**src/icache_settings.svh**
```systemverilog
//////////////////////////////////////////////////
// Instruction cache geometry and bus widths
//////////////////////////////////////////////////
`ifndef ICACHE_SETTINGS_SVH
`define ICACHE_SETTINGS_SVH

// Physical address and word widths
`define IC_AW 32
`define IC_DW 32

// 16-byte lines, 16 sets, 2 ways
`define IC_P_LINE 4
`define IC_P_SETS 4
`define IC_WAYS 2

// Words per line and its log2
`define IC_BEATS 4
`define IC_P_BEATS 2

`define IC_SETS (1 << `IC_P_SETS)
`define IC_TAG_W (`IC_AW - `IC_P_SETS - `IC_P_LINE)
// Byte offset bits inside one word
`define IC_P_WORD (`IC_P_LINE - `IC_P_BEATS)

`endif

```
**src/icache_pkg.sv**
```systemverilog
//////////////////////////////////////////////////
// Instruction cache shared types
// Fetch, refill and read channel payloads
//////////////////////////////////////////////////
`include "icache_settings.svh"

package icache_pkg;

   typedef struct packed {
      logic [`IC_AW-1:0]      addr;      // Word aligned
   } fetch_req_t;

   typedef struct packed {
      logic [`IC_AW-1:0]      addr;
      logic [`IC_DW-1:0]      insn;
   } fetch_rsp_t;

   typedef struct packed {
      logic [`IC_AW-1:0]      line_addr; // Offset bits zero
   } miss_req_t;

   // One beat written into the arrays
   typedef struct packed {
      logic                   we;
      logic [`IC_WAYS-1:0]    way;       // One-hot victim
      logic [`IC_P_SETS-1:0]  set_idx;
      logic [`IC_P_BEATS-1:0] word_idx;
      logic [`IC_DW-1:0]      data;
      logic                   tag_we;    // Last beat, line becomes valid
      logic [`IC_TAG_W-1:0]   tag;
   } line_wr_t;

   typedef struct packed {
      logic [`IC_AW-1:0]      addr;
      logic [7:0]             len;       // Beats minus one
   } ar_req_t;

   typedef struct packed {
      logic [`IC_DW-1:0]      data;
      logic                   last;
   } r_beat_t;

   typedef enum logic [1:0] {
      R_IDLE,
      R_ADDR,
      R_DATA
   } refill_state_e;

endpackage

```
**src/icache_lookup.sv**
```systemverilog
//////////////////////////////////////////////////
// Lookup stage: tag, valid and data arrays,
// one registered request and the hit/miss check
//////////////////////////////////////////////////
`timescale 1ns/1ps
`include "icache_settings.svh"

module icache_lookup
(
   input  logic                   clk,
   input  logic                   i_arst_n,
   input  logic                   i_req_valid,
   input  icache_pkg::fetch_req_t i_req,
   output logic                   o_req_ready,
   output logic                   o_miss_valid,
   output icache_pkg::miss_req_t  o_miss,
   input  logic                   i_miss_ready,
   input  icache_pkg::line_wr_t   i_line_wr,
   output logic                   o_hit_valid,
   output icache_pkg::fetch_rsp_t o_hit,
   input  logic                   i_hit_ready
);

   // Storage, read combinationally
   logic [`IC_TAG_W-1:0]   tag_q   [`IC_WAYS][`IC_SETS];
   logic [`IC_SETS-1:0]    valid_q [`IC_WAYS];
   logic [`IC_DW-1:0]      data_q  [`IC_WAYS][`IC_SETS*`IC_BEATS];

   logic                   open_q;      // Set from the first edge after reset
   logic                   busy_q;
   logic                   miss_sent_q; // Refill running for this request
   icache_pkg::fetch_req_t req_q;

   logic [`IC_TAG_W-1:0]   req_tag;
   logic [`IC_P_SETS-1:0]  req_set;
   logic [`IC_P_BEATS-1:0] req_word;
   logic [`IC_WAYS-1:0]    hit_vec;
   logic [`IC_DW-1:0]      hit_word;
   logic                   hit;
   logic                   req_take;
   logic                   hit_take;

   assign req_tag  = req_q.addr[`IC_AW-1 -: `IC_TAG_W];
   assign req_set  = req_q.addr[`IC_P_LINE +: `IC_P_SETS];
   assign req_word = req_q.addr[`IC_P_WORD +: `IC_P_BEATS];

   // Compare both ways, pick the matching word
   always_comb
      begin
         hit_word = '0;
         for (int w = 0; w < `IC_WAYS; w++)
            begin
               hit_vec[w] = valid_q[w][req_set] & (tag_q[w][req_set] == req_tag);
               if (hit_vec[w])
                  hit_word = data_q[w][{req_set, req_word}];
            end
      end

   assign hit = |hit_vec;

   assign o_hit_valid = busy_q & hit;
   assign o_hit.addr  = req_q.addr;
   assign o_hit.insn  = hit_word;

   assign hit_take    = o_hit_valid & i_hit_ready;
   assign o_req_ready = open_q & (~busy_q | hit_take); // Empty, or leaving now
   assign req_take    = i_req_valid & o_req_ready;

   // Miss is offered once, then the request waits for its line
   assign o_miss_valid     = busy_q & ~hit & ~miss_sent_q;
   assign o_miss.line_addr = {req_q.addr[`IC_AW-1:`IC_P_LINE], {`IC_P_LINE{1'b0}}};

   always_ff @(posedge clk or negedge i_arst_n)
      if (!i_arst_n)
         begin
            open_q      <= 1'b0;
            busy_q      <= 1'b0;
            miss_sent_q <= 1'b0;
         end
      else
         begin
            open_q <= 1'b1;
            if (req_take)
               busy_q <= 1'b1;
            else if (hit_take)
               busy_q <= 1'b0;

            if (hit_take)
               miss_sent_q <= 1'b0;
            else if (o_miss_valid & i_miss_ready)
               miss_sent_q <= 1'b1;
         end

   always_ff @(posedge clk)
      if (req_take)
         req_q <= i_req;

   // Early beats drop the victim's valid bit, the last one sets it
   always_ff @(posedge clk or negedge i_arst_n)
      if (!i_arst_n)
         begin
            for (int w = 0; w < `IC_WAYS; w++)
               valid_q[w] <= '0;
         end
      else if (i_line_wr.we)
         begin
            for (int w = 0; w < `IC_WAYS; w++)
               if (i_line_wr.way[w])
                  valid_q[w][i_line_wr.set_idx] <= i_line_wr.tag_we;
         end

   always_ff @(posedge clk)
      if (i_line_wr.we)
         begin
            for (int w = 0; w < `IC_WAYS; w++)
               if (i_line_wr.way[w])
                  begin
                     data_q[w][{i_line_wr.set_idx, i_line_wr.word_idx}] <= i_line_wr.data;
                     if (i_line_wr.tag_we)
                        tag_q[w][i_line_wr.set_idx] <= i_line_wr.tag;
                  end
         end

endmodule

```
**src/icache_refill.sv**
```systemverilog
//////////////////////////////////////////////////
// Refill engine: burst read of one line into the
// victim way, round-robin victim pointer
//////////////////////////////////////////////////
`timescale 1ns/1ps
`include "icache_settings.svh"

module icache_refill
(
   input  logic                  clk,
   input  logic                  i_arst_n,
   input  logic                  i_miss_valid,
   input  icache_pkg::miss_req_t i_miss,
   output logic                  o_miss_ready,
   output logic                  o_ar_valid,
   output icache_pkg::ar_req_t   o_ar,
   input  logic                  i_ar_ready,
   input  logic                  i_r_valid,
   input  icache_pkg::r_beat_t   i_r,
   output logic                  o_r_ready,
   output icache_pkg::line_wr_t  o_line_wr
);

   icache_pkg::refill_state_e state_q;
   icache_pkg::refill_state_e state_nxt;
   icache_pkg::miss_req_t     line_q;
   logic [`IC_P_BEATS-1:0]    beat_q;     // Word index of the next beat
   logic [`IC_WAYS-1:0]       victim_q;   // One-hot, rotates per line
   logic                      miss_take;
   logic                      ar_take;
   logic                      r_take;
   logic                      r_last;

   assign o_miss_ready = (state_q == icache_pkg::R_IDLE);
   assign o_ar_valid   = (state_q == icache_pkg::R_ADDR);
   assign o_r_ready    = (state_q == icache_pkg::R_DATA);

   assign miss_take = i_miss_valid & o_miss_ready;
   assign ar_take   = o_ar_valid & i_ar_ready;
   assign r_take    = i_r_valid & o_r_ready;
   assign r_last    = r_take & i_r.last;

   always_comb
      begin
         state_nxt = state_q;
         case (state_q)
            icache_pkg::R_IDLE:
               if (miss_take)
                  state_nxt = icache_pkg::R_ADDR;
            icache_pkg::R_ADDR:
               if (ar_take)
                  state_nxt = icache_pkg::R_DATA;
            icache_pkg::R_DATA:
               if (r_last)
                  state_nxt = icache_pkg::R_IDLE;
            default:
               state_nxt = icache_pkg::R_IDLE;
         endcase
      end

   always_ff @(posedge clk or negedge i_arst_n)
      if (!i_arst_n)
         begin
            state_q  <= icache_pkg::R_IDLE;
            beat_q   <= '0;
            victim_q <= {{(`IC_WAYS-1){1'b0}}, 1'b1}; // Way 0 first
         end
      else
         begin
            state_q <= state_nxt;
            if (miss_take)
               beat_q <= '0;
            else if (r_take)
               beat_q <= beat_q + 1'b1;
            // Next way once the line is complete
            if (r_last)
               victim_q <= {victim_q[`IC_WAYS-2:0], victim_q[`IC_WAYS-1]};
         end

   // Held stable from the miss until the next one
   always_ff @(posedge clk)
      if (miss_take)
         line_q <= i_miss;

   assign o_ar.addr = line_q.line_addr;
   assign o_ar.len  = 8'(`IC_BEATS - 1);

   assign o_line_wr.we       = r_take;
   assign o_line_wr.way      = victim_q;
   assign o_line_wr.set_idx  = line_q.line_addr[`IC_P_LINE +: `IC_P_SETS];
   assign o_line_wr.word_idx = beat_q;      // Beats come in ascending order
   assign o_line_wr.data     = i_r.data;
   assign o_line_wr.tag_we   = r_last;
   assign o_line_wr.tag      = line_q.line_addr[`IC_AW-1 -: `IC_TAG_W];

endmodule

```
**src/icache_resp.sv**
```systemverilog
//////////////////////////////////////////////////
// Response stage: one-entry output register
//////////////////////////////////////////////////
`timescale 1ns/1ps
`include "icache_settings.svh"

module icache_resp
(
   input  logic                   clk,
   input  logic                   i_arst_n,
   input  logic                   i_hit_valid,
   input  icache_pkg::fetch_rsp_t i_hit,
   output logic                   o_hit_ready,
   output logic                   o_rsp_valid,
   output icache_pkg::fetch_rsp_t o_rsp,
   input  logic                   i_rsp_ready
);

   logic                   valid_q;
   icache_pkg::fetch_rsp_t rsp_q;

   // Free when empty or draining this cycle
   assign o_hit_ready = ~valid_q | i_rsp_ready;

   always_ff @(posedge clk or negedge i_arst_n)
      if (!i_arst_n)
         valid_q <= 1'b0;
      else if (o_hit_ready)
         valid_q <= i_hit_valid;

   // Payload held under back-pressure
   always_ff @(posedge clk)
      if (i_hit_valid & o_hit_ready)
         rsp_q <= i_hit;

   assign o_rsp_valid = valid_q;
   assign o_rsp       = rsp_q;

endmodule

```
**src/icache_top.sv**
```systemverilog
//////////////////////////////////////////////////
// Two-way instruction cache top level
// Lookup, refill and response stages
//////////////////////////////////////////////////
`timescale 1ns/1ps
`include "icache_settings.svh"

module icache_top
(
   input  logic                   clk,
   input  logic                   i_arst_n,
   // Fetch request
   input  logic                   i_req_valid,
   input  icache_pkg::fetch_req_t i_req,
   output logic                   o_req_ready,
   // Fetch response
   output logic                   o_rsp_valid,
   output icache_pkg::fetch_rsp_t o_rsp,
   input  logic                   i_rsp_ready,
   // Read address
   output logic                   o_ar_valid,
   output icache_pkg::ar_req_t    o_ar,
   input  logic                   i_ar_ready,
   // Read data
   input  logic                   i_r_valid,
   input  icache_pkg::r_beat_t    i_r,
   output logic                   o_r_ready
);

   logic                   miss_valid;
   logic                   miss_ready;
   icache_pkg::miss_req_t  miss;
   icache_pkg::line_wr_t   line_wr;
   logic                   hit_valid;
   logic                   hit_ready;
   icache_pkg::fetch_rsp_t hit;

   icache_lookup icache_lookup_inst
   (
      .clk          (clk),
      .i_arst_n     (i_arst_n),
      .i_req_valid  (i_req_valid),
      .i_req        (i_req),
      .o_req_ready  (o_req_ready),
      .o_miss_valid (miss_valid),
      .o_miss       (miss),
      .i_miss_ready (miss_ready),
      .i_line_wr    (line_wr),
      .o_hit_valid  (hit_valid),
      .o_hit        (hit),
      .i_hit_ready  (hit_ready)
   );

   icache_refill icache_refill_inst
   (
      .clk          (clk),
      .i_arst_n     (i_arst_n),
      .i_miss_valid (miss_valid),
      .i_miss       (miss),
      .o_miss_ready (miss_ready),
      .o_ar_valid   (o_ar_valid),
      .o_ar         (o_ar),
      .i_ar_ready   (i_ar_ready),
      .i_r_valid    (i_r_valid),
      .i_r          (i_r),
      .o_r_ready    (o_r_ready),
      .o_line_wr    (line_wr)
   );

   icache_resp icache_resp_inst
   (
      .clk          (clk),
      .i_arst_n     (i_arst_n),
      .i_hit_valid  (hit_valid),
      .i_hit        (hit),
      .o_hit_ready  (hit_ready),
      .o_rsp_valid  (o_rsp_valid),
      .o_rsp        (o_rsp),
      .i_rsp_ready  (i_rsp_ready)
   );

endmodule

```
**config.mk**
```make
export PLATFORM = sky130hd
export DESIGN_NAME = icache_top
export DESIGN_NICKNAME = d
export VERILOG_FILES = /design/src/icache_pkg.sv /design/src/icache_lookup.sv /design/src/icache_refill.sv /design/src/icache_resp.sv /design/src/icache_top.sv
export VERILOG_INCLUDE_DIRS = /design/src
export SDC_FILE = /design/constraint.sdc
export NUM_CORES = 2
export LEC_CHECK = 0
export CORE_MARGIN = 2
export CORE_UTILIZATION = 57
export CTS_CLUSTER_SIZE = 24
export DETAILED_ROUTE_END_ITERATION = 8
export DONT_BUFFER_PORTS = 1
export GPL_TIMING_DRIVEN = 0
export PLACE_DENSITY = 0.74
export SYNTH_ARGS = -nofsm -noshare
export SYNTH_HDL_FRONTEND = slang
export SYNTH_MEMORY_MAX_BITS = 65536
export SYNTH_SLANG_ARGS = --single-unit
```
**constraint.sdc**
```tcl
create_clock -name clk -period 5.7 [get_ports clk]
set_input_delay 0.57 -clock clk [delete_from_list [all_inputs] [get_ports clk]]
set_output_delay 0.57 -clock clk [all_outputs]
set_load 0.005 [all_outputs]
```
==> parameters.txt <==
Parameter                              Value

Floorplan
  Initial core utilization ... 0.5715
  Placeable core area ... 335,800 sq um
  Die width ... 584.2 um
  Row cnt ... 213
  Vertical die dimension ... 584.2 um
  Top-level I/O count ... 179
  Floorplan die area ... 341,300 sq um

Global routing
  Tot GR Track Use ... 0.3187
  First-pass GRT wire length ... 745,300 um
  Overflow after GRT ... 0
  Number of global-route vias before repair ... 93,190
  Number of antenna violations at the first check in global routing ... 54
  Pin count of the biggest net entering global routing ... 129

Timing
  Slew at the pin closest to its max-slew limit ... 1.521 ns
  Number of endpoints with negative hold slack in the final report ... 0
  Setup WS post-layout ... -0.06750 ns
  Crit share post-route ... 1.012
  Final-report setup violation count ... 2
  Sum of negative setup slack ... -0.1018 ns
  Clock skew after layout ... 0.05690 ns
  Number of pins exceeding their max-slew limit in the final report ... 11
  Setup repair after global routing missed its margin ... true
  Worst slew slack as a fraction of its limit ... -0.01383
  Post-layout min period ... 5.768 ns
  F_max ... 0.1734 GHz

Final layout
  Ratio of cells with drive above 1 in the final layout ... 0.3180
  Sequential standard cell area ... 150,800 sq um
  Syn-to-layout area delta ... 14.00%
  Fill cell instance count of the final layout ... 20,100
  Area used by multi-input combinational logic ... 40,160 sq um
  Post-route core utilization ... 0.6515
  Number of nets in the layout ... 8,515

Clock tree
  Number of CTS-inserted buffers ... 468
  Cell at the root of the clock tree ... sky130_fd_sc_hd__clkbuf_16
  Deepest level of the CTS H-tree ... 5
  Skew-Pair Late Insertion Delay ... 1.02 ns
  Clock input transition at the sequential cells of the worst setup and hold paths ... 0.06 ns
  Sinks on Clock Net ... 5,030
  Clock tree from TritonCTS ... done
  Max clock buf depth ... 4

Synth
  Largest area contributor in the synthesized netlist ... sky130_fd_sc_hd__edfxtp_1
  Synth top area share ... 0.7805
  Most frequent cell after synthesis ... sky130_fd_sc_hd__edfxtp_1
  Number of flip-flops and latches in the synthesized netlist ... 5,030
  Count of mapped cells out of synthesis ... 7,714
  Avg Synthesized Cell Area ... 24.88 sq um
  Netlist Area Pre-Place ... 191,900 sq um
  Most instantiated flip-flop cell in the synthesis netlist ... sky130_fd_sc_hd__edfxtp_1
  Yosys Warn Count ... 0
  Share of synthesized area occupied by flip-flops and latches ... 0.7860
  Distinct cell type count of the synthesized netlist ... 64
  Fraction of registers with async set or reset after synthesis ... 0.008350
  Most instantiated cells after synthesis ... sky130_fd_sc_hd__edfxtp_1 (4,988), sky130_fd_sc_hd__mux4_2 (1,525), sky130_fd_sc_hd__clkbuf_1 (266)
  Leading cell types by total area after synthesis ... sky130_fd_sc_hd__edfxtp_1 (78%), sky130_fd_sc_hd__mux4_2 (18%), sky130_fd_sc_hd__dfrtp_1 (0.53%), sky130_fd_sc_hd__clkbuf_1 (0.52%), sky130_fd_sc_hd__mux2i_1 (0.46%)
  Number of enable flip-flop cells after synthesis ... 4,988

Critical path
  CP Data Arrival Time ... 6.44 ns
  Flop-to-flop setup slack ... -0.07 ns
  Sort of element at the start of the critical path ... flop
  Biggest fanout along the worst timing path ... 10
  Sort of element at the end of the critical path ... flop
  Worst reg2reg path endpoint ... icache_resp_inst.o_rsp[20]
  Crit path kind ... reg -> reg
  R2R cell count ... 9
  Origin of the critical flop-to-flop path ... icache_lookup_inst.req_q[2]
  Critical path required time ... 6.37 ns

Drt
  Via-per-instance ratio ... 7.080
  Number of remaining DRC errors ... 0
  Routed length per placed instance ... 40.73 um
  Initial DRT Pass Iterations ... 8
  Detailed Route WL ... 540,500 um
  Violation count after the first detailed-route iteration ... 16,570
  Total via count after detailed routing ... 93,950
  Post-route ant nets ... 0

Place
  Number of buffers added on ports ... 0
  HPWL Detailed ... 322,800 um
  Placer Congestion ... 0.9238

Power and ir drop
  Leakage ... 67.55 nW
  Areal power density over the cells ... 335.3 nW/um^2
  Maximum vdd ir drop ... 0.2736 mV
  Total power draw ... 73.36 mW

Worst hold path
  Min-delay src ... i_r[26]
  End of the worst hold path ... icache_lookup_inst.data_q[0][3609]
  Hold crit path type ... in -> reg
  Number of cells on the worst hold path ... 1

Outcome
  Violated checks ... capacitance limit, slew limit, setup timing
  Status ... complete, but fails checks

Run
  Max-cap violations ... 1
==> power by group <==
part	switching [mW]	internal [mW]
sequential	0.329	40.9
clock	13.7	17.0
combinational	1.18	0.246
==> worst max path at each step <==
stage	slack, ns	start	to
after floorplan	0.97	icache_lookup_inst.req_q[5]	icache_lookup_inst.req_q[0]
after global placement	-3.60	icache_lookup_inst.req_q[4]	icache_lookup_inst.req_q[2]
after detailed placement	-0.63	icache_lookup_inst.req_q[4]	icache_lookup_inst.req_q[10]
after CTS	-0.08	icache_lookup_inst.req_q[6]	o_req_ready
after global routing	-0.08	icache_lookup_inst.req_q[4]	o_req_ready
final	-0.07	icache_lookup_inst.req_q[2]	icache_resp_inst.o_rsp[20]
==> metal layers <==
layer	part of all wire	wire [um]	up-vias	track usage
met3	0.14	78140	1416	0.09615
met5	0.00044	239	-	0
met4	0.057	30580	26	0.1496
li1	-	-	34880	-
met2	0.48	257200	8111	0.4982
met1	0.32	174400	49520	0.4158
==> through the flow <==
step                setup slack (ns)  hold WS, ns  area, sq um  cells
global route                -0.08073      0.01963       218700  13250
global placement              -3.599       0.2753       197500  12130
finish                      -0.06750     0.002849       218800  13270
detailed placement           -0.6329       0.2754       202400  12300
CTS                         -0.08014      0.01079       218600  13250
floorplan                     0.9682       0.2744       191900   7725
==> layout by cell type, fill, tap and decap left out, types with 12 or more instances in the layout <==
| cell | netlist | routed |
|---|---|---|
| sky130_fd_sc_hd__a221oi_1 | 15 | 14 |
| sky130_fd_sc_hd__xor2_1 | 28 | 28 |
| sky130_fd_sc_hd__nand2_1 | 103 | 103 |
| sky130_fd_sc_hd__mux2_2 | 21 | 21 |
| sky130_fd_sc_hd__nor2_4 | 0 | 160 |
| sky130_fd_sc_hd__o21ai_0 | 74 | 74 |
| sky130_fd_sc_hd__buf_12 | 5 | 144 |
| sky130_fd_sc_hd__o22ai_1 | 15 | 15 |
| sky130_fd_sc_hd__buf_2 | 67 | 51 |
| sky130_fd_sc_hd__nand3_2 | 30 | 30 |
| sky130_fd_sc_hd__buf_16 | 0 | 66 |
| sky130_fd_sc_hd__dfrtp_1 | 41 | 41 |
| sky130_fd_sc_hd__clkinvlp_4 | 0 | 12 |
| sky130_fd_sc_hd__edfxtp_1 | 4988 | 4988 |
| sky130_fd_sc_hd__clkbuf_16 | 0 | 476 |
| sky130_fd_sc_hd__clkinv_1 | 2 | 113 |
| sky130_fd_sc_hd__clkbuf_2 | 0 | 39 |
| sky130_fd_sc_hd__nor2_1 | 182 | 21 |
| sky130_fd_sc_hd__clkinv_2 | 0 | 105 |
| sky130_fd_sc_hd__buf_1 | 45 | 42 |
| sky130_fd_sc_hd__xnor2_1 | 37 | 36 |
| sky130_fd_sc_hd__conb_1 | 2 | 13 |
| sky130_fd_sc_hd__nor2b_1 | 12 | 12 |
| sky130_fd_sc_hd__dlygate4sd3_1 | 0 | 40 |
| sky130_fd_sc_hd__mux4_2 | 1525 | 1525 |
| sky130_fd_sc_hd__diode_2 | 0 | 22 |
| sky130_fd_sc_hd__clkbuf_1 | 266 | 322 |
| sky130_fd_sc_hd__mux2i_1 | 88 | 87 |
| sky130_fd_sc_hd__buf_6 | 16 | 24 |
| sky130_fd_sc_hd__bufinv_16 | 0 | 37 |
| sky130_fd_sc_hd__buf_4 | 57 | 66 |
==> flip-flops by register name, indices dropped and copies added (netlist names) <==
name	cells
icache_refill_inst.line_q	28
icache_refill_inst.beat_q	2
icache_lookup_inst.open_q	1
icache_lookup_inst.tag_q	768
icache_resp_inst.o_rsp	64
icache_lookup_inst.data_q	4096
icache_lookup_inst.valid_q	32
icache_refill_inst.state_q	2
icache_resp_inst.o_rsp_valid	1
icache_refill_inst.victim_q	2
icache_lookup_inst.req_q	32
icache_lookup_inst.miss_sent_q	1
icache_lookup_inst.busy_q	1
==> repair_timing <==
item	CTS	global route
buffers inserted	2	0
pin swaps	0	1
setup endpoints to repair	129	4
gates cloned	0	0
hold buffers	73	0
hold endpoints to repair	4181	0
gates resized for setup	37	19
==> critical path: stages (launching register included) <==
cell                              delay [ns]
sky130_fd_sc_hd__edfxtp_1               0.34
sky130_fd_sc_hd__clkbuf_1               0.37
sky130_fd_sc_hd__buf_2                  0.52
sky130_fd_sc_hd__buf_1                  0.80
sky130_fd_sc_hd__clkdlybuf4s15_1        0.91
sky130_fd_sc_hd__mux4_2                 0.62
sky130_fd_sc_hd__mux4_2                 0.62
sky130_fd_sc_hd__mux4_2                 0.51
sky130_fd_sc_hd__nand2_1                0.44
sky130_fd_sc_hd__nand2_1                0.26
==> layout make-up <==
type | instances | share of cell area
clock inverter | 291 | 0.01126
antenna | 22 | 0.0002516
tap | 4407 | 0.02520
buffer | 457 | 0.01082
multi-input combinational | 2233 | 0.1836
sequential | 5030 | 0.6895
inverter | 5 | 0.00009151
clock buffer | 576 | 0.05625
timing repair buffer | 249 | 0.02311
==> cells by family (layout without fill, tap and decap cells) <==
| logic type | count (synthesis) | in the layout | synth area share |
|---|---|---|---|
| other cells | 2 | 35 | 0.00003913 |
| xor+xnor | 65 | 65 | 0.002967 |
| simple gates | 373 | 373 | 0.009102 |
| flops | 5030 | 5030 | 0.7860 |
| buf+inv | 462 | 1578 | 0.01170 |
| compound gates | 143 | 143 | 0.004701 |
| mux | 1639 | 1639 | 0.1855 |
(Power assumes the default switching activity.)
